**src/verilog/procPkg.sv**
```systemverilog
package procPkg;

   // Datapath and storage sizes
   localparam int dataWidth     = 16;
   localparam int regCount      = 8;
   localparam int regIdxWidth   = $clog2(regCount);
   localparam int imemDepth     = 256;
   localparam int dmemDepth     = 256;
   localparam int imemAddrWidth = $clog2(imemDepth);
   localparam int dmemAddrWidth = $clog2(dmemDepth);

   // Instruction field positions
   localparam int opMsb    = 15;
   localparam int opLsb    = 12;
   localparam int rdMsb    = 11;
   localparam int rdLsb    = 9;
   localparam int rsMsb    = 8;
   localparam int rsLsb    = 6;
   localparam int rtMsb    = 5;
   localparam int rtLsb    = 3;
   localparam int imm6Msb  = 5;
   localparam int imm9Msb  = 8;
   localparam int imm12Msb = 11;

   typedef enum logic [3:0] {
      opNop   = 4'd0,
      opAdd   = 4'd1,
      opSub   = 4'd2,
      opAnd   = 4'd3,
      opXor   = 4'd4,
      opAddi  = 4'd5,
      opLbi   = 4'd6,
      opSlbi  = 4'd7,
      opLd    = 4'd8,
      opSt    = 4'd9,
      opBeqz  = 4'd10,
      opBnez  = 4'd11,
      opJ     = 4'd12,
      opHalt  = 4'd13,
      opIll14 = 4'd14,
      opIll15 = 4'd15
   } opcodeT;

   // PASS forwards the second operand
   typedef enum logic [2:0] {
      aluPass,
      aluAdd,
      aluSub,
      aluAnd,
      aluXor,
      aluShiftOr
   } aluOpT;

   typedef enum logic [1:0] {
      imm6Signed,
      imm9Signed,
      imm9Low8,
      imm12Signed
   } immKindT;

   typedef struct packed {
      logic    regWrite;
      logic    aluSrcImm;
      aluOpT   aluOp;
      logic    memRead;
      logic    memWrite;
      logic    memToReg;
      logic    branchZero;
      logic    branchNonZero;
      logic    jump;
      logic    halt;
      immKindT immKind;
   } ctrlT;

   // Program load port, honored only during reset
   typedef struct packed {
      logic                     en;
      logic [imemAddrWidth-1:0] addr;
      logic [dataWidth-1:0]     data;
   } loadT;

   typedef struct packed {
      logic                   valid;
      logic [dataWidth-1:0]   pc;
      logic                   regWrite;
      logic [regIdxWidth-1:0] wrReg;
      logic [dataWidth-1:0]   wrData;
   } retireT;

endpackage
```
**src/verilog/fetch.sv**
```systemverilog
module fetch (
   input  logic                           clk,
   input  logic                           rst,
   input  procPkg::loadT                  load,
   input  logic [procPkg::dataWidth-1:0]  nextPc,
   input  logic                           stop,
   output logic [procPkg::dataWidth-1:0]  pc,
   output logic [procPkg::dataWidth-1:0]  instr,
   output logic                           halted
);

   logic [procPkg::dataWidth-1:0] imem [procPkg::imemDepth];
   logic [procPkg::imemAddrWidth-1:0] fetchAddr;

   // Program image is written while the core sits in reset
   always_ff @(posedge clk)
   begin
      if (rst && load.en)
      begin
         imem[load.addr] <= load.data;
      end
   end

   // Only the low address bits reach the instruction memory
   assign fetchAddr = pc[procPkg::imemAddrWidth-1:0];
   assign instr     = imem[fetchAddr];

   // PC holds on the halting instruction and stays there
   always_ff @(posedge clk)
   begin
      if (rst)
      begin
         pc <= '0;
      end
      else if (!halted && !stop)
      begin
         pc <= nextPc;
      end
   end

   // Halt latch, cleared only by reset
   always_ff @(posedge clk)
   begin
      if (rst)
      begin
         halted <= 1'b0;
      end
      else if (stop)
      begin
         halted <= 1'b1;
      end
   end

endmodule

```
**config.mk**
```make
export PLATFORM = sky130hd
export DESIGN_NAME = fetch
export DESIGN_NICKNAME = d
export VERILOG_FILES = /design/src/verilog/procPkg.sv /design/src/verilog/fetch.sv
export SDC_FILE = /design/constraint.sdc
export NUM_CORES = 2
export LEC_CHECK = 0
export BUFFER_PORTS_ARGS = -buffer_cell sky130_fd_sc_hd__buf_2
export CAP_MARGIN = 40
export CORE_MARGIN = 4
export CORE_UTILIZATION = 50
export CTS_BUF_LIST = sky130_fd_sc_hd__clkbuf_16
export CTS_CLUSTER_DIAMETER = 60
export DETAILED_ROUTE_END_ITERATION = 10
export PLACE_DENSITY = 0.65
export SLEW_MARGIN = 10
export SYNTH_ARGS = -nofsm -noshare
export SYNTH_HDL_FRONTEND = slang
export SYNTH_SLANG_ARGS = --single-unit
```
**constraint.sdc**
```tcl
create_clock -name clk -period 3.52 [get_ports clk]
set_input_delay 0.352 -clock clk [delete_from_list [all_inputs] [get_ports clk]]
set_output_delay 0.352 -clock clk [all_outputs]
set_load 0.01 [all_outputs]
```
==> qor.txt <==
Grt total ovfl -> 0
Synthesized flop and latch total -> 4121
Total of max-cap violations -> 0
Hold Crit Class -> in2reg
Synth area leaders -> edfxtp_1, mux4_2, mux2i_1
Maximum vdd ir drop -> 0.489 mV
Placed Cells -> 12.0k
DRT Wirelength -> 431000 µm
Crit path required time -> 3.17 ns
Largest net degree at the start of global routing -> 131
CTS tree -> done
Mean post-synth cell area -> 21.7 µm²
Final Hold Fails -> 0
DR WL/cell -> 33.2 µm
Boundary Pins -> 77
Starting Density -> 50.3%
Die ar. -> 326000 µm²
Final clock skew -> 0.0226 ns
Failing checks -> negative setup slack
Die width -> 571 µm
Residual DRC count -> 0
Pre-Repair DR Iteration Count -> 8
Fin crit period -> 5.12 ns
# fillers -> 21.9k
Fraction of layout cells with a size suffix above 1 -> 32.7%
Crit path DAT -> 4.77 ns
Dpl hpwl -> 264000 µm
Vias per cell -> 6.35
First-pass GRT wire length -> 613000 µm
Die Y-Extent -> 571 µm
Clock Path Buffers -> 4
Synth cell types -> 49
Clock slew at reported path FFs -> 0.06 ns
Initial antenna violation count -> 32
Worst-margin pin slew -> 1.29 ns
Multi-input gate area -> 34300 µm²
RSZ-0062 raised after global routing -> true
Synthesized Nets -> 7361
Slew HR -> 13.9%
Mapped cell area -> 159000 µm²
# nets final -> 8525
CTS H-tree depth -> 5
# rows -> 206
Placement Setup Slack -> -1.25 ns
Final instance area -> 189000 µm²
CTS Sinks -> 4121
Port bufs -> 76
Area growth, synth to finish -> 19.0%
Cell Area, Placed -> 171000 µm²
Remaining antenna violation count after routing -> 0
Post-synthesis cell count -> 7317
Clock root cell -> clkbuf_16
Outcome -> finished with violations
Leak Pwr -> 59.5 nW
Critical Path Start Type -> flop
Slew Viols, Final -> 0
Cell Count, Final, Fillers Out -> 13.0k
DR vias -> 82.6k
Sequential area share after synthesis -> 77.8%
Fin crit share -> 145%
Gpl congestion -> 0.959
Maximum net fanout on the critical path -> 49
Core Area -> 315000 µm²
Synth warn -> 0
Register area -> 124000 µm²
Max Fclk -> 195 MHz
Area leader, netlist -> edfxtp_1
Setup WS post-layout -> -1.60 ns
Clock buffer count from CTS -> 421
Crit. End Element -> output pin
Setup CP Type -> reg2out
Endpoints failing setup -> 16
Global-route usage over all layers -> 26.2%
Vias in the first global route -> 81.8k
Post-synth top area share -> 77.5%
Clk Latency, worst-skew pair -> 0.97 ns
Iter 0 DRT Violations -> 11.8k
Power Dens Cells -> 557 nW/µm²
[power by group]
part	total, W	switching [W]	internal (W)
clock	0.0445	0.0190	0.0255
combinational	0.00665	0.00398	0.00267
sequential	0.0540	0.0000371	0.0540
total	0.105	0.0230	0.0822
[sequential cells by signal, summed over array words and instances (netlist names), named ones only]
signal  count
imem     4096
halted      1
pc         16
[synthesized netlist by cell type (all sizes together)]
cell     instances
edfxtp        4096
mux4           841
mux2i          522
nor2           277
buf            258
clkbuf         194
o221ai         186
o22ai          167
nor3           112
a21oi          109
nand2           83
a211oi          68
o21ai           56
a22oi           55
a221oi          50
a22o            45
dfxtp           25
nor2b           24
nand3           23
nor4            23
or2             19
nand4           17
a2111oi         14
or3              9
or4              9
o31ai            7
nor4bb           6
nand2b           5
and2             3
nand3b           3
a211o            2
and4             2
inv              2
and4b            1
clkinv           1
nand4b           1
nand4bb          1
or3b             1
[placed cells by master, fill, tap and decap left out, types with 48 or more instances in the layout]
cell,instances
a21oi_1,102
mux4_2,841
buf_12,123
clkbuf_16,427
nor2_1,225
clkinv_1,92
nand2_1,77
clkinv_2,68
nor3_1,92
a211oi_1,48
o221ai_1,141
buf_2,61
mux2i_1,516
o22ai_1,143
inv_1,83
bufinv_16,48
buf_6,53
dlygate4sd3_1,58
edfxtp_1,4096
buf_4,827
nor2_2,50
[layer usage]
layer | track usage (%) | part of all wire (%) | vias up
li1 | - | - | 33500
met1 | 37.7 | 39 | 43700
met2 | 40.4 | 47 | 4683
met3 | 6.02 | 11 | 711
met4 | 8.31 | 3.4 | 4
met5 | 0 | 0.0060 | -
[path summary, 6_finish.rpt]
check,depth (start not counted),slack [ns],start,to
hold reg to reg,2,0.57,pc[6]$_SDFFE_PP0P_,pc[6]$_SDFFE_PP0P_
setup / recovery,13,-1.60,flop,instr[5]
hold / removal,4,0.18,load[21],imem[62][14]$_DFFE_PP_
setup reg to reg,7,1.19,halted$_SDFFE_PP0P_,flop
[worst max-delay path, stage by stage, from the launching register on]
cell and delay (ns):
dfxtp_4 0.42, buf_4 0.16, nand2b_4 0.07, buf_12 0.16, buf_12 0.22, buf_6 0.24, o221ai_1 0.34, o22ai_1 0.17
o21ai_2 0.23, buf_4 0.21, nand4_1 0.37, buf_12 0.28, nor4_4 0.58, buf_2 0.24
[cells by family after synthesis]
| kind of cell | count (synthesis) | share of synthesized area [%] |
|---|---|---|
| mux | 1363 | 15.2 |
| simple gates | 619 | 1.83 |
| compound gates | 759 | 3.44 |
| flops | 4121 | 77.8 |
| buf+inv | 455 | 1.67 |
[per-stage QoR]
| stage | power, W | hold WS (ns) | util (%) | setup TNS [ns] |
|---|---|---|---|---|
| 2_1_floorplan | 0.0579 | 0.451 | - | 0 |
| 4_1_cts | 0.106 | 0.00892 | 59.5 | -19.43 |
| 3_5_place_dp | 0.0611 | 0.453 | 54.1 | -10.38 |
| 6_report | 0.105 | 0.183 | 59.9 | -19.87 |
| 5_1_grt | 0.108 | 0.138 | 59.8 | -20.86 |
| 3_3_place_gp | 0.0609 | 0.441 | 54.1 | -12.22 |
[final cells by class]
class                   instances  share of cell area (%)
well taps                    4160                    2.76
flip-flops and latches       4121                    65.4
clock inverters               350                    1.81
clock buffers                 421                    5.58
inverters                       3                  0.0113
multi-input cells            2741                    18.2
repair buffers               1193                    6.22
diodes                         15                  0.0199
[what timing repair did]
| item | in CTS | in global routing |
|---|---|---|
| setup buffers | 76 | 37 |
| gates resized for setup | 296 | 131 |
| hold buffers | 57 | 1 |
| endpoints found under the setup margin | 16 | 16 |
| pin swaps | 62 | 53 |
| endpoints found under the hold margin | 511 | 5 |
| cloned | 14 | 6 |
Note: power is estimated with default switching activity, not from simulation.
