File: config.mk
export PLATFORM = sky130hd
export DESIGN_NAME = memWriteback
export DESIGN_NICKNAME = d
export VERILOG_FILES = /design/src/verilog/procPkg.sv /design/src/verilog/memWriteback.sv
export SDC_FILE = /design/constraint.sdc
export NUM_CORES = 2
export LEC_CHECK = 0
export BUFFER_PORTS_ARGS = -buffer_cell sky130_fd_sc_hd__buf_2
export CORE_ASPECT_RATIO = 0.7
export CORE_UTILIZATION = 50
export DETAILED_ROUTE_END_ITERATION = 7
export PLACE_DENSITY_LB_ADDON = 0.1
export SLEW_MARGIN = 20
export SYNTH_ARGS = -nofsm -noshare
export SYNTH_HDL_FRONTEND = slang
export SYNTH_SLANG_ARGS = --single-unit
File: constraint.sdc
create_clock -name clk -period 6.1 [get_ports clk]
set_input_delay 0.915 -clock clk [delete_from_list [all_inputs] [get_ports clk]]
set_output_delay 0.915 -clock clk [all_outputs]
set_load 0.01 [all_outputs]
File: src/verilog/procPkg.sv
package procPkg;

   // Datapath and storage sizes
   localparam int dataWidth     = 16;
   localparam int regCount      = 8;
   localparam int regIdxWidth   = $clog2(regCount);
   localparam int imemDepth     = 256;
   localparam int dmemDepth     = 256;
   localparam int imemAddrWidth = $clog2(imemDepth);
   localparam int dmemAddrWidth = $clog2(dmemDepth);

   // Instruction field positions
   localparam int opMsb    = 15;
   localparam int opLsb    = 12;
   localparam int rdMsb    = 11;
   localparam int rdLsb    = 9;
   localparam int rsMsb    = 8;
   localparam int rsLsb    = 6;
   localparam int rtMsb    = 5;
   localparam int rtLsb    = 3;
   localparam int imm6Msb  = 5;
   localparam int imm9Msb  = 8;
   localparam int imm12Msb = 11;

   typedef enum logic [3:0] {
      opNop   = 4'd0,
      opAdd   = 4'd1,
      opSub   = 4'd2,
      opAnd   = 4'd3,
      opXor   = 4'd4,
      opAddi  = 4'd5,
      opLbi   = 4'd6,
      opSlbi  = 4'd7,
      opLd    = 4'd8,
      opSt    = 4'd9,
      opBeqz  = 4'd10,
      opBnez  = 4'd11,
      opJ     = 4'd12,
      opHalt  = 4'd13,
      opIll14 = 4'd14,
      opIll15 = 4'd15
   } opcodeT;

   // PASS forwards the second operand
   typedef enum logic [2:0] {
      aluPass,
      aluAdd,
      aluSub,
      aluAnd,
      aluXor,
      aluShiftOr
   } aluOpT;

   typedef enum logic [1:0] {
      imm6Signed,
      imm9Signed,
      imm9Low8,
      imm12Signed
   } immKindT;

   typedef struct packed {
      logic    regWrite;
      logic    aluSrcImm;
      aluOpT   aluOp;
      logic    memRead;
      logic    memWrite;
      logic    memToReg;
      logic    branchZero;
      logic    branchNonZero;
      logic    jump;
      logic    halt;
      immKindT immKind;
   } ctrlT;

   // Program load port, honored only during reset
   typedef struct packed {
      logic                     en;
      logic [imemAddrWidth-1:0] addr;
      logic [dataWidth-1:0]     data;
   } loadT;

   typedef struct packed {
      logic                   valid;
      logic [dataWidth-1:0]   pc;
      logic                   regWrite;
      logic [regIdxWidth-1:0] wrReg;
      logic [dataWidth-1:0]   wrData;
   } retireT;

endpackage
File: src/verilog/memWriteback.sv
module memWriteback (
   input  logic                          clk,
   input  procPkg::ctrlT                 ctrl,
   input  logic [procPkg::dataWidth-1:0] aluOut,
   input  logic [procPkg::dataWidth-1:0] rdData,
   output logic [procPkg::dataWidth-1:0] wbData
);

   logic [procPkg::dataWidth-1:0]     dmem [procPkg::dmemDepth];
   logic [procPkg::dmemAddrWidth-1:0] memAddr;
   logic [procPkg::dataWidth-1:0]     memData;

   // Word address from the low bits of the effective address
   assign memAddr = aluOut[procPkg::dmemAddrWidth-1:0];

   // Store data comes from rd
   always_ff @(posedge clk)
   begin
      if (ctrl.memWrite)
      begin
         dmem[memAddr] <= rdData;
      end
   end

   always_comb
   begin
      if (ctrl.memRead)
      begin
         memData = dmem[memAddr];
      end
      else
      begin
         memData = '0;
      end
   end

   // Write-back select
   always_comb
   begin
      if (ctrl.memToReg)
      begin
         wbData = memData;
      end
      else
      begin
         wbData = aluOut;
      end
   end

endmodule

==> flow_metrics.py <==
metrics = {
    "global_route": {
        "grt_use_total_pct": 26.16,
        "grt_pass1_wl_um": 588000,
        "antenna_found_initial": 30,
        "overflow": 0,
        "grt_pass1_vias": 76925,
        "grt_max_degree": 200,
    },
    "detailed_routing": {
        "drt_iter0_drc": 10460,
        "antenna_left": 0,
        "wl_per_cell_um": 33.35,
        "drt-total-wl_um": 417600,
        "drc": 0,
        "dr.pass1.iters": 6,
        "num_vias": 78977,
        "vias_per_cell": 6.308,
    },
    "power_and_ir_drop": {
        "powerDensity_mw_per_mm2": 318.7,
        "p_comb_share_pct": 5.1,
        "power.total_mw": 56.97,
        "p_sw_mw": 12.10,
        "ir_worst_vdd_v": 0.0002612,
        "swShare_pct": 21.24,
        "intPower_mw": 44.87,
        "clockPowerShare_pct": 40.5,
        "p_seq_share_pct": 54.5,
        "p_leak_nw": 57.58,
    },
    "sta": {
        "fin_crit_sh_pct": 95.62,
        "fin_crit_ps": 5833,
        "worst_hold_slack_ps": 407.7,
        "drv_slew": 0,
        "max_slew_margin_pct": 9.171,
        "setup_ws_ps": 267.3,
        "worst_slew_pin_slew_ps": 1362,
        "fin_tns_setup_ps": 0,
        "setup_viol": 0,
        "rsz0062_at_grt": "no",
        "max_freq_ghz": 0.1714,
        "finalHoldViolations": 0,
    },
    "synthesis": {
        "syn-instance-count": 7485,
        "ys_ff_latch": 4096,
        "ys.flop_type": "edfxtp_1",
        "async_reset_ff_share_pct": 0,
        "syn_area_mm2": 0.1579,
        "yosysWarnings": 0,
        "syn_area_per_cell_um2": 21.10,
        "synth_nets": 7532,
        "seq_area_frac_synth_pct": 77.89,
        "synth_edf_count": 4096,
        "yosysUniqueCellTypes": 58,
    },
    "clock_tree": {
        "cts_root_buf": "clkbuf_16",
        "cts.sinks": 4096,
        "cts_resized": 0,
        "cts_tree": "built",
        "ctsLongestPathBuffers": 4,
        "clk_pin_slew_worst_paths_ps": 60,
        "h-tree-depth": 5,
        "post_cts_buffers": 0,
        "cts_buffers": 383,
        "postCtsHoldBufs": 0,
    },
    "layout": {
        "multiInputGateArea_mm2": 0.03294,
        "largest_reg_flops": 4096,
        "layout-drive-gt1-share_pct": 24.38,
        "final_cell_mix": "edfxtp_1 (4096), mux2i_1 (765), mux4_2 (705)",
        "top_regs": "dmem x4096",
        "nets": 8083,
        "syn_to_final_growth_pct": 13.21,
        "utilization_pct": 56.93,
        "layout_commonest_cell": "edfxtp_1",
        "regArea_mm2": 0.1230,
        "top_register": "dmem",
        "fillers": 23134,
    },
    "die": {
        "die_h_um": 472.2,
        "dieArea_mm2": 0.3181,
        "rows": 172,
        "die_x_um": 673.7,
        "core-area_mm2": 0.3140,
        "ios": 63,
        "start_util_pct": 50.29,
    },
    "critical_path": {
        "worst_ep_arrival_time_ps": 4920,
        "path_delay_family": "compound AO/OA/AOI/OAI gates",
        "cpMostUsedCell": "buf_4",
        "slowest_stage": "a22oi_1",
        "crit_buf_inv": 4,
        "critPathMaxStageDelay_ps": 610,
        "cp_cell_sequence": "buf_12 > buf_4 > mux4_2 > a22oi_1 > nand3_1 > a211oi_1 > buf_4 > o211a_1 > a211oi_2 > buf_2",
        "endpoint_kind": "output port",
        "worstPathRequired_ps": 5180,
        "start_kind": "primary input",
        "critPathMaxFanout": 65,
        "critPathKind": "in2out",
    },
    "place": {
        "hpwl_um": 254300,
        "post-place-ws_ps": 380.4,
        "finalWeightedCongestion": 0.8655,
        "io_buffer_count": 51,
    },
    "worst_hold_path": {
        "hold_end": "dmem[135][12]",
        "hp-class": "in2reg",
        "whs_path_depth": 1,
        "hp-start": "rdData[12]",
    },
    "flow_run": {
        "maxCapViolCount": 0,
    },
    "outcome": {
        "status": "finished, final reports clean",
    },
}
how the worst max path moves through the flow:
stage,start,slack [ps],endpoint,depth (start not counted)
detailed placement,aluOut[1],380,wbData[9],10
global route,aluOut[1],280,wbData[9],10
CTS,aluOut[1],380,wbData[9],10
finish,aluOut[1],270,wbData[9],10
floorplan,aluOut[0],2090,dmem[148][0],10
global placement,aluOut[1],360,wbData[9],10
layout make-up:
| cell class | count | share of cell area (%) |
|---|---|---|
| multi-input combinational | 2931 | 18.42 |
| sequential | 4096 | 68.80 |
| clock inverter | 226 | 1.023 |
| inverter | 3 | 0.008399 |
| clock buffer | 459 | 5.616 |
| timing repair buffer | 621 | 3.190 |
| tap | 4176 | 2.923 |
| antenna | 8 | 0.01120 |
metrics by stage:
step / area (um2) / cells
final: 178800 / 12520
after global routing: 178800 / 12515
after CTS: 178700 / 12511
after detailed placement: 166800 / 11826
after global placement: 166800 / 11826
after floorplan: 157900 / 7485
synthesized netlist by cell type (3+ instances only):
cell | n | area, um2
a22oi_1 | 168 | 1261
nand2_1 | 156 | 585.6
nor3_2 | 8 | 80.08
and2_1 | 7 | 43.79
a211oi_2 | 11 | 137.6
clkbuf_1 | 165 | 619.3
nand4b_1 | 4 | 35.03
o211a_1 | 14 | 140.1
a21oi_1 | 63 | 315.3
or2_2 | 4 | 25.02
a221oi_1 | 78 | 683.2
mux4_2 | 705 | 15880
a211oi_1 | 20 | 150.1
nand2b_1 | 21 | 131.4
a32oi_1 | 14 | 122.6
o211ai_1 | 14 | 105.1
mux2_2 | 33 | 371.6
a22o_1 | 4 | 35.03
or4_1 | 30 | 225.2
mux2i_1 | 765 | 7657
a211o_1 | 14 | 122.6
edfxtp_1 | 4096 | 123000
and3_1 | 3 | 18.77
nor3_1 | 48 | 240.2
nor2b_1 | 11 | 68.82
nand4bb_1 | 4 | 45.04
o21ai_0 | 55 | 275.3
buf_2 | 136 | 680.7
nor4_1 | 22 | 137.6
o22ai_1 | 223 | 1395
a31oi_1 | 45 | 281.5
nand3_1 | 92 | 460.4
buf_6 | 53 | 596.8
buf_1 | 23 | 86.33
buf_4 | 76 | 570.6
nor2_1 | 244 | 915.9
nand4_1 | 32 | 200.2
cell families after synthesis:
family          synth area share [%]
mux                            15.14
buf+inv                        1.640
simple gates                   2.072
compound gates                 3.255
flops                          77.89
power groups by stage:
stage          Combinational (mW)  Sequential (mW)  Clock (mW)
6_report                     2.89             31.0        23.1
5_1_grt                      3.02             31.0        24.4
4_1_cts                      2.91             31.0        23.4
3_5_place_dp                 2.90             31.6           0
3_3_place_gp                 2.86             31.6           0
2_1_floorplan                1.44             31.6           0
metal layers:
| metal | vias up | track usage (%) | share of wire [%] |
|---|---|---|---|
| li1 | 32541 | - | - |
| met1 | 42315 | 40.70 | 43 |
| met2 | 3572 | 39.00 | 45 |
| met3 | 545 | 4.171 | 8.7 |
| met4 | 4 | 6.490 | 2.6 |
| met5 | - | 0 | 0.0053 |
No activity file was read; power rests on OpenSTA's default activity.
