===== config.mk =====
export PLATFORM = sky130hd
export DESIGN_NAME = control
export DESIGN_NICKNAME = d
export VERILOG_FILES = /design/src/verilog/procPkg.sv /design/src/verilog/control.sv
export SDC_FILE = /design/constraint.sdc
export NUM_CORES = 1
export LEC_CHECK = 0
export BUFFER_PORTS_ARGS = -buffer_cell sky130_fd_sc_hd__buf_2
export CAP_MARGIN = 10
export CORE_AREA = 2 2 39 41
export DETAILED_ROUTE_END_ITERATION = 16
export DIE_AREA = 0 0 41 43
export GPL_TIMING_DRIVEN = 0
export HOLD_SLACK_MARGIN = 0.1
export PLACE_DENSITY = 0.52
export SLEW_MARGIN = 20
export SYNTH_ARGS = -nofsm -noshare
export SYNTH_HDL_FRONTEND = slang
export SYNTH_SLANG_ARGS = --single-unit

===== constraint.sdc =====
create_clock -name clk -period 2.3 [get_ports clk]
set_clock_uncertainty 0.2 [all_clocks]
set_input_delay 0.46 -clock clk [delete_from_list [all_inputs] [get_ports clk]]
set_output_delay 0.46 -clock clk [all_outputs]
set_load 0.02 [all_outputs]

===== src/verilog/procPkg.sv =====
package procPkg;

   // Datapath and storage sizes
   localparam int dataWidth     = 16;
   localparam int regCount      = 8;
   localparam int regIdxWidth   = $clog2(regCount);
   localparam int imemDepth     = 256;
   localparam int dmemDepth     = 256;
   localparam int imemAddrWidth = $clog2(imemDepth);
   localparam int dmemAddrWidth = $clog2(dmemDepth);

   // Instruction field positions
   localparam int opMsb    = 15;
   localparam int opLsb    = 12;
   localparam int rdMsb    = 11;
   localparam int rdLsb    = 9;
   localparam int rsMsb    = 8;
   localparam int rsLsb    = 6;
   localparam int rtMsb    = 5;
   localparam int rtLsb    = 3;
   localparam int imm6Msb  = 5;
   localparam int imm9Msb  = 8;
   localparam int imm12Msb = 11;

   typedef enum logic [3:0] {
      opNop   = 4'd0,
      opAdd   = 4'd1,
      opSub   = 4'd2,
      opAnd   = 4'd3,
      opXor   = 4'd4,
      opAddi  = 4'd5,
      opLbi   = 4'd6,
      opSlbi  = 4'd7,
      opLd    = 4'd8,
      opSt    = 4'd9,
      opBeqz  = 4'd10,
      opBnez  = 4'd11,
      opJ     = 4'd12,
      opHalt  = 4'd13,
      opIll14 = 4'd14,
      opIll15 = 4'd15
   } opcodeT;

   // PASS forwards the second operand
   typedef enum logic [2:0] {
      aluPass,
      aluAdd,
      aluSub,
      aluAnd,
      aluXor,
      aluShiftOr
   } aluOpT;

   typedef enum logic [1:0] {
      imm6Signed,
      imm9Signed,
      imm9Low8,
      imm12Signed
   } immKindT;

   typedef struct packed {
      logic    regWrite;
      logic    aluSrcImm;
      aluOpT   aluOp;
      logic    memRead;
      logic    memWrite;
      logic    memToReg;
      logic    branchZero;
      logic    branchNonZero;
      logic    jump;
      logic    halt;
      immKindT immKind;
   } ctrlT;

   // Program load port, honored only during reset
   typedef struct packed {
      logic                     en;
      logic [imemAddrWidth-1:0] addr;
      logic [dataWidth-1:0]     data;
   } loadT;

   typedef struct packed {
      logic                   valid;
      logic [dataWidth-1:0]   pc;
      logic                   regWrite;
      logic [regIdxWidth-1:0] wrReg;
      logic [dataWidth-1:0]   wrData;
   } retireT;

endpackage

===== src/verilog/control.sv =====
module control (
   input  logic                          clk,
   input  logic                          rst,
   input  logic [procPkg::dataWidth-1:0] instr,
   output procPkg::ctrlT                 ctrl,
   output logic                          stop,
   output logic                          err
);

   procPkg::opcodeT opcode;
   logic            illegal;

   assign opcode = procPkg::opcodeT'(instr[procPkg::opMsb:procPkg::opLsb]);

   always_comb
   begin
      // Everything off unless the opcode asks for it
      ctrl    = '0;
      ctrl.aluOp   = procPkg::aluPass;
      ctrl.immKind = procPkg::imm6Signed;
      illegal = 1'b0;
      case (opcode)
         procPkg::opNop:
         begin
         end
         procPkg::opAdd, procPkg::opSub, procPkg::opAnd, procPkg::opXor:
         begin
            ctrl.regWrite = 1'b1;
            case (opcode)
               procPkg::opAdd: ctrl.aluOp = procPkg::aluAdd;
               procPkg::opSub: ctrl.aluOp = procPkg::aluSub;
               procPkg::opAnd: ctrl.aluOp = procPkg::aluAnd;
               default:        ctrl.aluOp = procPkg::aluXor;
            endcase
         end
         procPkg::opAddi:
         begin
            ctrl.regWrite  = 1'b1;
            ctrl.aluSrcImm = 1'b1;
            ctrl.aluOp     = procPkg::aluAdd;
         end
         procPkg::opLbi:
         begin
            ctrl.regWrite  = 1'b1;
            ctrl.aluSrcImm = 1'b1;
            ctrl.immKind   = procPkg::imm9Signed;
         end
         procPkg::opSlbi:
         begin
            ctrl.regWrite  = 1'b1;
            ctrl.aluSrcImm = 1'b1;
            ctrl.aluOp     = procPkg::aluShiftOr;
            ctrl.immKind   = procPkg::imm9Low8;
         end
         procPkg::opLd:
         begin
            ctrl.regWrite  = 1'b1;
            ctrl.aluSrcImm = 1'b1;
            ctrl.aluOp     = procPkg::aluAdd;
            ctrl.memRead   = 1'b1;
            ctrl.memToReg  = 1'b1;
         end
         procPkg::opSt:
         begin
            ctrl.aluSrcImm = 1'b1;
            ctrl.aluOp     = procPkg::aluAdd;
            ctrl.memWrite  = 1'b1;
         end
         procPkg::opBeqz:
         begin
            ctrl.branchZero = 1'b1;
            ctrl.immKind    = procPkg::imm9Signed;
         end
         procPkg::opBnez:
         begin
            ctrl.branchNonZero = 1'b1;
            ctrl.immKind       = procPkg::imm9Signed;
         end
         procPkg::opJ:
         begin
            ctrl.jump    = 1'b1;
            ctrl.immKind = procPkg::imm12Signed;
         end
         procPkg::opHalt:
         begin
            ctrl.halt = 1'b1;
         end
         // Unused encodings stop the core without side effects
         procPkg::opIll14, procPkg::opIll15:
         begin
            ctrl.halt = 1'b1;
            illegal   = 1'b1;
         end
         default:
         begin
            ctrl.halt = 1'b1;
            illegal   = 1'b1;
         end
      endcase
   end

   assign stop = ctrl.halt;

   // Sticky error flag
   always_ff @(posedge clk)
   begin
      if (rst)
      begin
         err <= 1'b0;
      end
      else if (illegal)
      begin
         err <= 1'b1;
      end
   end

endmodule


==> summary by stage <==
Run status
The run finished with clean final reports.

Worst setup path
The arrival time reported for the critical path endpoint is 1380 ps. The highest cell delay on the worst timing path is 210 ps. The number of buffers and inverters on the critical path is 4. The slowest library cell on the worst path is nor3_1. The critical path startpoint category is an input port. By instance count, the cell type seen most on the critical path is buf_2. The worst setup path is of the input port to output pin kind. Walking the worst path, the cells encountered are buf_2 -> buf_2 -> nand2b_1 -> nor3_1 -> buf_4 -> buf_2.

The peak fanout along the critical path is 10. Broken down by cell family, the worst path's largest delay share belongs to buffers and inverters. The kind of capture point of the worst setup path is an output pin.

The critical path required time is 1640 ps.

Detailed routing
For this block, the via count after detailed routing is 278. After detailed routing, the average wire length per cell comes to 8.71 um. The routed design has 601 um of wire. In the routed design, unresolved DRC markers number 0. The starting DRC count in detailed routing is 5. The detail-routed via count per cell is 4.03. The detailed-router iteration count before antenna repair is 2. The number of routed nets with antenna violations is 0.

Timing
The number of hold-slack violations in the final timing report is 0. Setup violations remaining at the end of the flow were counted as 0. On the final layout, the worst hold slack is 255 ps.

The worst path in the final design needs a cycle of 2040 ps, including I/O delays and setup. At the pin with the least slew margin, the transition time is 220 ps. The max-slew violation total from the final report is 0. The total negative slack is 0 ps.

Setup repair after global routing left no endpoint under its margin. The maximum clock rate is 490 MHz. The final period utilization is 0.887. Headroom to the max-slew limit came out at 0.852.

Layout
The register with the most flip-flops is err. The largest registers in the layout are err x1. Compared with the post-synthesis result, the final layout area differs by 56.1%. The total inserted antenna cells is 0. Leaving out filler cells and counting taps, the final layout contains 69. The number of flip-flops in the largest register came to 1. The filler cells instantiated in the layout total 164. Of the cells placed in the final design, the portion with a size suffix greater than 1 is 0.472. The final net count is 73.

Synth
The most used flip-flop cell after synthesis is dfxtp_1. The number of enable-type register cells in the synthesized netlist is 0. The share of the Yosys chip area taken by registers is 0.0936. The cell with the most instances after synthesis is nor2_1. The async set-or-reset flop fraction in the synthesized netlist is 0.

The number of warnings reported in the yosys synthesis log is 0. In the synthesized netlist, the cells that appear most often are nor2_1, nor3_1, nand2b_1. The number of distinct library cells after synthesis is 18. After synthesis, the cell types taking the most area are nor2_1, dfxtp_1, nor3_1, nand2b_1, xnor2_1. The mean post-synth cell area is 6.48 um^2.

The post-synthesis instance total is 33. The mapped netlist covers 214 um^2. The cell accounting for the most synthesized area is nor2_1. The share of synthesized area in the top cell type comes to 0.105. The synthesis-stage register bit count is 1. The net count of the mapped netlist is 51.

Placement
The weighted congestion reported at the end of routability-driven placement is 0.678. The cell total after placement is 69. The number of buffer cells added on primary ports is 20. The detailed placement HPWL is 478 um.

Worst hold path
The worst hold path belongs to the class register to register.

Global route
The first global-routing pass estimated 952 um of wire. Entering global routing, the biggest net connects 11 pins. The number of antenna violations at the first check in global routing is 0.

The global router's overall resource usage is 0.0701. The number of global-route vias before repair is 227. The overflow left after global routing is 0.

Die
The floorplan has 14 rows. For this configuration, the core starts out at a cell density of 0.155. The floorplan die width is 41 um. The die is 43 um tall. The full die area is 1760 um^2. The number of placed I/O pins is 34. After floorplanning, the core was sized to cover 1380 um^2.

Power and ir drop
In this run the power density over the cells is 258 nW/um^2. The worst-case IR drop observed on VDD is 0.116 mV. Summed over all cells, the static leakage comes to 0.183 nW.

CTS
The count of cells resized by post-cts repair is 0. The count of hold-fix buffers inserted at cts is 0. The clock reaches the later pin of the worst-skew pair after 0 ps. After clock tree synthesis, the clock-pin slew on the worst setup and hold paths is 0 ps. Post-CTS timing repair inserted 0 buffers for setup.

Job
Max-cap violations in this run came to 0.
[tightest hold or removal path: cells and delay by family, from the launching register on]
family          cells  cell delay [ps]
flops               1              300
simple gates        1               70
compound gates      1               40
[kinds of logic (layout without fill, tap and decap cells)]
group	count (synthesis)	in the layout	share of synthesized area
simple gates	18	18	0.450
compound gates	5	5	0.146
flops	1	1	0.0936
buf+inv	6	26	0.187
xor+xnor	3	3	0.123
[where the power goes]
part           total, mW  switching [mW]  internal (mW)
sequential        0.0190        0.000342         0.0186
clock                  0               0              0
combinational     0.0674          0.0412         0.0262
[cell type report]
cell class / instances / area, um^2 / share of cell area
multi-input combinational: 26 / 154 / 0.461
timing repair buffer: 20 / 100 / 0.300
buffer: 5 / 36.3 / 0.109
sequential: 1 / 20.0 / 0.0599
tap: 16 / 20.0 / 0.0599
inverter: 1 / 3.75 / 0.0112
[per-layer routing]
metal	vias up	wire (um)	track usage
met5	-	0	0
met4	0	0	0
met2	12	259	0.116
met1	116	291	0.102
li1	150	-	-
met3	0	50	0.00524
[stage by stage]
stage | setup slack (ps) | power (mW) | cell area [um^2] | util
2_1_floorplan | 125 | 0.0651 | 214 | -
3_3_place_gp | 283 | 0.0866 | 334 | 0.241
3_5_place_dp | 263 | 0.0872 | 334 | 0.241
4_1_cts | 259 | 0.0874 | 334 | 0.241
5_1_grt | 154 | 0.0929 | 334 | 0.241
6_report | 260 | 0.0864 | 334 | 0.241
[path summary, 6_finish.rpt]
kind | start | slack, ps | to | cells after the start
worst min register to register | err$_SDFFE_PP0P_ | 260 | err$_SDFFE_PP0P_ | 2
worst min-delay path | err$_SDFFE_PP0P_ | 260 | err$_SDFFE_PP0P_ | 2
worst max register to register | err$_SDFFE_PP0P_ | 1510 | err$_SDFFE_PP0P_ | 2
worst max-delay path | instr[15] | 260 | ctrl[8] | 6
[cell usage in the layout, fill, tap and decap left out]
cell       n
buf_4      2
nand3b_1   2
nand2b_1   3
buf_2     22
a31oi_1    1
nor3_1     4
xor2_1     1
inv_1      1
nor2_1     6
or3b_1     1
a21boi_1   1
xnor2_1    2
o21ai_1    1
dfxtp_1    1
o22ai_1    2
nor3b_1    1
nand2_1    1
buf_6      1
Note: power is estimated with default switching activity, not from simulation.
