<file path="config.mk">
export PLATFORM = sky130hd
export DESIGN_NAME = execute
export DESIGN_NICKNAME = d
export VERILOG_FILES = /design/src/verilog/procPkg.sv /design/src/verilog/execute.sv
export SDC_FILE = /design/constraint.sdc
export NUM_CORES = 1
export LEC_CHECK = 0
export BUFFER_PORTS_ARGS = -buffer_cell sky130_fd_sc_hd__buf_2
export CORE_ASPECT_RATIO = 1.25
export CORE_MARGIN = 4
export CORE_UTILIZATION = 25
export DETAILED_ROUTE_END_ITERATION = 6
export GPL_TIMING_DRIVEN = 0
export PLACE_DENSITY_LB_ADDON = 0.3
export SLEW_MARGIN = 20
export SYNTH_ARGS = -nofsm -noshare
export SYNTH_HDL_FRONTEND = slang
export SYNTH_SLANG_ARGS = --single-unit
</file>
<file path="constraint.sdc">
create_clock -name vclk -period 4.5
set_input_delay 0.45 -clock vclk [all_inputs]
set_output_delay 0.45 -clock vclk [all_outputs]
set_load 0.02 [all_outputs]
</file>
<file path="src/verilog/procPkg.sv">
package procPkg;

   // Datapath and storage sizes
   localparam int dataWidth     = 16;
   localparam int regCount      = 8;
   localparam int regIdxWidth   = $clog2(regCount);
   localparam int imemDepth     = 256;
   localparam int dmemDepth     = 256;
   localparam int imemAddrWidth = $clog2(imemDepth);
   localparam int dmemAddrWidth = $clog2(dmemDepth);

   // Instruction field positions
   localparam int opMsb    = 15;
   localparam int opLsb    = 12;
   localparam int rdMsb    = 11;
   localparam int rdLsb    = 9;
   localparam int rsMsb    = 8;
   localparam int rsLsb    = 6;
   localparam int rtMsb    = 5;
   localparam int rtLsb    = 3;
   localparam int imm6Msb  = 5;
   localparam int imm9Msb  = 8;
   localparam int imm12Msb = 11;

   typedef enum logic [3:0] {
      opNop   = 4'd0,
      opAdd   = 4'd1,
      opSub   = 4'd2,
      opAnd   = 4'd3,
      opXor   = 4'd4,
      opAddi  = 4'd5,
      opLbi   = 4'd6,
      opSlbi  = 4'd7,
      opLd    = 4'd8,
      opSt    = 4'd9,
      opBeqz  = 4'd10,
      opBnez  = 4'd11,
      opJ     = 4'd12,
      opHalt  = 4'd13,
      opIll14 = 4'd14,
      opIll15 = 4'd15
   } opcodeT;

   // PASS forwards the second operand
   typedef enum logic [2:0] {
      aluPass,
      aluAdd,
      aluSub,
      aluAnd,
      aluXor,
      aluShiftOr
   } aluOpT;

   typedef enum logic [1:0] {
      imm6Signed,
      imm9Signed,
      imm9Low8,
      imm12Signed
   } immKindT;

   typedef struct packed {
      logic    regWrite;
      logic    aluSrcImm;
      aluOpT   aluOp;
      logic    memRead;
      logic    memWrite;
      logic    memToReg;
      logic    branchZero;
      logic    branchNonZero;
      logic    jump;
      logic    halt;
      immKindT immKind;
   } ctrlT;

   // Program load port, honored only during reset
   typedef struct packed {
      logic                     en;
      logic [imemAddrWidth-1:0] addr;
      logic [dataWidth-1:0]     data;
   } loadT;

   typedef struct packed {
      logic                   valid;
      logic [dataWidth-1:0]   pc;
      logic                   regWrite;
      logic [regIdxWidth-1:0] wrReg;
      logic [dataWidth-1:0]   wrData;
   } retireT;

endpackage
</file>
<file path="src/verilog/execute.sv">
module execute (
   input  logic [procPkg::dataWidth-1:0] pc,
   input  procPkg::ctrlT                 ctrl,
   input  logic [procPkg::dataWidth-1:0] rsData,
   input  logic [procPkg::dataWidth-1:0] rdData,
   input  logic [procPkg::dataWidth-1:0] immVal,
   input  logic [procPkg::dataWidth-1:0] rtData,
   output logic [procPkg::dataWidth-1:0] aluOut,
   output logic [procPkg::dataWidth-1:0] nextPc
);

   logic [procPkg::dataWidth-1:0] opB;
   logic [procPkg::dataWidth-1:0] pcPlus1;
   logic                          rdIsZero;
   logic                          redirect;

   // Second operand is the immediate or rt
   assign opB = ctrl.aluSrcImm ? immVal : rtData;

   always_comb
   begin
      case (ctrl.aluOp)
         procPkg::aluAdd:
            aluOut = rsData + opB;
         procPkg::aluSub:
            aluOut = rsData - opB;
         procPkg::aluAnd:
            aluOut = rsData & opB;
         procPkg::aluXor:
            aluOut = rsData ^ opB;
         // SLBI works on rd, not rs
         procPkg::aluShiftOr:
            aluOut = (rdData << 8) | opB;
         default:
            aluOut = opB;
      endcase
   end

   assign rdIsZero = (rdData == '0);

   // Branch taken or unconditional jump
   assign redirect = ctrl.jump
                   | (ctrl.branchZero && rdIsZero)
                   | (ctrl.branchNonZero && !rdIsZero);

   assign pcPlus1 = pc + 1'b1;

   // Offsets are relative to the following instruction
   always_comb
   begin
      if (redirect)
      begin
         nextPc = pcPlus1 + immVal;
      end
      else
      begin
         nextPc = pcPlus1;
      end
   end

endmodule

</file>
==> results of run 1 <==
worst max-delay path, cell delays in order:
cell	delay (ns)
buf_16	0.11
buf_12	0.12
mux2_4	0.30
inv_2	0.06
ha_4	0.12
o21ai_2	0.06
or3_4	0.35
nor3_4	0.14
nor2_1	0.07
xnor2_1	0.16
ha_2	0.35
and3_1	0.14
o211ai_1	0.13
a31o_2	0.25
a2111o_1	0.41
and3_4	0.20
o311ai_1	0.27
and4_2	0.33
buf_6	0.13
layout make-up:
| type | count | area share (%) |
|---|---|---|
| well taps | 175 | 4.71 |
| diodes | 1 | 0.0538 |
| repair buffers | 132 | 15.3 |
| inverters | 19 | 1.61 |
| multi-input cells | 483 | 75.8 |
| plain buffers | 19 | 2.48 |
routing by layer:
metal  wire length (um)  vias up  track usage (%)
li1                   -     2221                -
met1               5800     1957             20.7
met2               6830      119             28.7
met3                668        8             1.04
met4                189        0             2.91
met5                  0        -                0
worst paths after layout:
kind	slack, ns	to	cells after the start	from
min	1.32	nextPc[15]	4	pc[15]
max	-0.11	aluOut[15]	19	ctrl[12]
through the flow:
step | util [%] | cell area (um^2) | hold slack (ns) | worst slack (ns)
final | 33.8 | 4650 | 1.32 | -0.114
after global routing | 33.8 | 4650 | 1.35 | -0.180
after CTS | 33.1 | 4550 | 1.32 | -0.0333
after detailed placement | 31.9 | 4380 | 1.32 | -0.587
after global placement | 31.9 | 4380 | 1.31 | -0.563
after floorplan | - | 3580 | 1.15 | -0.0338
synth_stat cells, types with 8 or more instances:
library cell,instances
mux2_2,14
o21ai_0,48
a21oi_1,37
and3_1,11
or2_2,9
xor2_1,24
nor2_1,37
clkbuf_1,15
ha_1,48
nor3_1,25
nand2_1,71
a211oi_1,11
xnor2_1,24
a21o_1,8
inv_1,18
nand3_1,17
what timing repair did:
item / CTS / global route
endpoints found under the setup margin: 7 / 7
pin swaps: 14 / 14
setup buffers: 12 / 3
gates resized for setup: 24 / 21
cloned: 0 / 0
cells by family (layout without fill, tap and decap cells):
| kind of cell | after synthesis | in the layout | synth area share, % |
|---|---|---|---|
| multiplexers | 20 | 20 | 6.27 |
| adder cells (fa/ha/maj) | 50 | 50 | 18.4 |
| AND/OR/NAND/NOR | 205 | 205 | 28.8 |
| buffers and inverters | 40 | 170 | 4.59 |
| AO/OA/AOI/OAI | 160 | 160 | 29.9 |
| XOR/XNOR | 48 | 48 | 12.0 |
| other | 0 | 1 | 0 |
power by group:
| part | switching [mW] | leakage (nW) | total [mW] | internal [mW] |
|---|---|---|---|---|
| clock network | 0 | 0.00000634 | 0.0000000297 | 0.0000000297 |
| registers | 0 | 0 | 0 | 0 |
| logic | 0.444 | 2.10 | 0.771 | 0.327 |
==> results summary, run 1 <==
The critical path in this run is classified as input port to output port. The total core area came out at 13800 um^2. The ratio of cells with drive above 1 in the final layout is 30.5%. The area of the multi-input gates is 3530 um^2. The worst slew slack as a fraction of its limit is 43.4%. The flow ran to the end, but the final reports show violations. The via count of the first global-routing pass came to 4117. The sequential cell area is 0 um^2. The sum of negative setup slack is -0.114 ns. The average via count per standard cell is 5.19.

Subtracting the final worst setup slack from the clock period gives 4.61 ns. The total congestion overflow after global routing came out at 0. Entering global routing, the biggest net connects 13 pins.

The sequential element share of the synthesized area came out at 0%. The share of the clock period used by the worst path is 103%. The number of hold-slack violations in the final timing report came out at 0. The number of placement rows is 48. Across the VDD grid, the largest voltage drop is 0.0691 mV. Including well taps, the total number of placed cells is 815.

The area share of the largest cell type after synthesis is 17.2%. The class of the tightest hold or removal check is input port to output port. The die covers 15900 um^2. The cell count after synthesis came out at 523. The number of remaining DRC errors is 0. The total power density per cell area is 166 nW/um^2. The count of nets left with antenna violations once routing finished came out at 0. The routed layout has 4305 vias. Detailed placement finished with a half-perimeter wire length of 11300 um.

For this design the static power due to leakage is 2.10 nW. The pre-antenna-repair detailed-routing pass consisted of 4 iterations. The total power came out at 0.771 mW. The width of the die is 114 um. The max-slew violation count came to 0. STA classifies the critical path startpoint as an input port. The critical path required time came out at 4.05 ns. In the layout the commonest cells are buf_2 (114), nand2_1 (70), ha_1 (46), o21ai_0 (44), nor2_1 (35). The design has 0 sequential cells. Of all cell types, the one taking the most synthesized area is ha_1. Once layout is complete, the cells apart from fillers number 829.

The routed length per instance is 16.3 um. The overall track demand over capacity in global routing is 15.9%. The arrival time of the worst setup path is 4.16 ns. The final routed wirelength across all metal layers came out at 13500 um. The final net count is 799. The post-synthesis area per instance is 6.67 um^2. The I/O pin count came out at 126.

The tool flagged a number of max-cap violations equal to 0. Counting distinct cell types in the post-synthesis netlist gives 61. The number of filler instances in the final layout came out at 1524. The worst setup path is captured at an output port. The number of hold buffers added after cts came out at 0.

The number of clock buffers in the layout came out at 0. The synthesized area came out at 3490 um^2. The wire length of the first global-routing pass is 20900 um.

In the post-route analysis, the smallest setup slack over all paths is -0.114 ns. For this configuration, the core starts out at a cell density of 25.4%. Synthesis produced a netlist with a net count of 667. Setup repair after global routing could not meet its margin everywhere.

The checks that failed: negative setup slack. The number of buffers inserted by port buffering is 117. The fmax came out at 217 MHz.

The congestion estimate from routability-driven global placement came to 0.886. Sorting the synthesized cells by area gives the leading types as ha_1 (17%), nand2_1 (7.6%), o21ai_0 (6.9%), xnor2_1 (6.0%), xor2_1 (6.0%). From synthesis to final layout, the design area changed by 33.2%. The number of failing setup endpoints in the final timing report came out at 1. The violation count after the first detailed-routing iteration is 262. The actual slew at the worst max-slew pin came out at 0.846 ns.

The critical-path maximum fanout came out at 3. For this run, the number of Yosys warnings is 0. The number of antenna violations at the first check in global routing came out at 1. Leaving out fill and tap cells, the most frequent cell in the layout is buf_2. The floorplan step set the die height to 140 um.
Note: power is estimated with default switching activity, not from simulation.
==> run 2: changes to the inputs <==
CORE_UTILIZATION = 35   (was 25)
==> run 2 against run 1 <==
Net effect: the flow still finishes with violations (negative setup slack); global-route usage grew 5.3 points; power shrank 0.58%; critical path depth grew 1; highest routed layer unchanged; worst setup slack lost 0.12 ns; first-iteration DRC count shrank 25%; sequential share of layout area is the same; flip-flop and latch count is the same; wire length shrank 2.9%.
==> results summary, run 2 (same netlist as run 1, synthesis figures left out) <==
The flow ran to the end, but the final reports show violations. The checks that failed: negative setup slack. The number of filler instances in the final layout is 1028. The routed length per instance is 16.9 um. The number of remaining DRC errors is 0. The post-layout instance count excluding filler cells came out at 774. The pre-CTS setup slack came out at -0.630 ns. The total congestion overflow after global routing is 0. The share of the clock period used by the worst path is 105%. The effective utilization at floorplan came out at 36.1%.

The floorplan step defined a die boundary enclosing 11600 um^2. The placed wire-length estimate is 10800 um. The post-layout minimum cycle time is 4.73 ns. The overall track demand over capacity in global routing is 21.1%. The width of the die came out at 97.3 um. The highest metal layer with signal wires is met4.

At the pin with the least slew margin, the transition time is 0.838 ns. The ratio of cells with drive above 1 in the final layout came out at 29.3%. For this design the ratio of total power to cell area is 169 nW/um^2. The number of buffers inserted by port buffering came out at 117. STA classifies the critical path endpoint as an output port. The max-slew violation count came out at 0.

The critical path required time is 4.05 ns. Setup repair after global routing could not meet its margin everywhere. The routability-driven placement congestion ratio is 0.929.

The finished cells cover 4530 um^2. The via count of the first global-routing pass was 4418. The min-delay analysis places its worst path in the category input port to output port. The number of antenna violations at the first check in global routing came to 0. The first global-routing pass estimated 21100 um of wire.

The post-route met1 wirelength came out at 5420 um. The number of antenna diodes in the final layout is 0. The violation count after the first detailed-routing iteration came out at 196.

The placed instances occupy a cell area of 4320 um^2. The final net count is 794. The final routed wirelength across all metal layers came out at 13100 um. STA classifies the critical path startpoint as an input port. The routed length on met3 came out at 811 um. Data on the critical path arrives at its endpoint at 4.28 ns. The worst slew slack as a fraction of its limit came out at 43.9%. The number of hold-slack violations in the final timing report came out at 0. The wire length on met2 is 6610 um. The total core area came out at 9660 um^2. The slowest stage of the critical path is the a2111o_1 cell. The remaining antenna violation count came out at 0. The most common cell after layout, fill and taps aside is buf_2.

The leakage power came out at 2.08 nW. The die span in y came out at 120 um. Hold is met by 1.32 ns. Counting stages on the worst path, the most repeated cell is buf_12. The post-route core utilization came out at 46.9%. The final worst-path setup slack came out at -0.232 ns.

The number of placed cells counting well taps is 766. The critical path goes through buf_12, buf_8, buf_12, mux2_4, inv_2, ha_4, o21ai_2, or3_4, nor3_4, nor2_1, xnor2_1, ha_2, and3_1, o211ai_1, a31o_2, a2111o_1, and3_4, o311ai_1, and4_4, buf_6. The total number of vias came out at 4435. VDD sags by at most 0.0737 mV. The number of failing setup endpoints in the final timing report came out at 5. The maximum single-stage delay on the critical path is 0.43 ns. The floorplan has 40 rows.

The critical path in this run is classified as input port to output port. The largest net degree at the start of global routing is 13. The design draws 0.767 mW. The sum of negative setup slack is -0.593 ns.

The number of clock buffers in the layout is 0. The max-cap check violation count came out at 0. The total iterations of the first detailed-routing run is 5. The average via count per standard cell is 5.73. The layout-stage area growth over the synthesis result is 29.8%. The number of hold buffers added after cts came out at 0. The critical-path maximum fanout is 4. The sequential cell count is 0. In the layout the commonest cells are buf_2 (113), nand2_1 (69), ha_1 (46), o21ai_0 (45).

The I/O pin count is 126. The multi-input combinational cells in the finished layout cover a total of 3510 um^2. The fmax is 211 MHz. The sequential cell area came out at 0 um^2.
-- run 2: where the power goes --
part           internal, mW  switching [mW]  total [mW]
sequential                0               0           0
clock                     0               0           0
combinational         0.318           0.448       0.767
total                 0.318           0.448       0.767
-- run 2: worst paths after layout --
check	startpoint	slack, ns	depth (start not counted)	to
hold / removal	pc[15]	1.32	4	nextPc[15]
setup / recovery	ctrl[12]	-0.23	20	aluOut[15]
-- run 2: cell type report --
type	instances	area share, %
multi-input combinational	483	77.4
timing repair buffer	126	14.8
inverter	19	1.57
buffer	20	2.71
tap	126	3.48
-- run 2: what timing repair did --
action | CTS | global route
setup endpoints to repair | 6 | 7
gates resized for setup | 31 | 13
setup buffers | 9 | 0
pin swaps | 24 | 7
cloned | 0 | 0
-- run 2: worst max-delay path: cells and delay by family --
kind                     cells  cell delay (ns)
AO/OA/AOI/OAI                5             1.14
buffers and inverters        5             0.52
adder cells (fa/ha/maj)      2             0.49
multiplexers                 1             0.30
XOR/XNOR                     1             0.15
AND/OR/NAND/NOR              6             1.24
-- run 2: layer usage --
| metal | vias to the layer above | GRT usage, % |
|---|---|---|
| met5 | - | 0 |
| met4 | 0 | 3.46 |
| met3 | 25 | 1.92 |
| met2 | 169 | 40.2 |
| met1 | 2036 | 26.1 |
| li1 | 2205 | - |
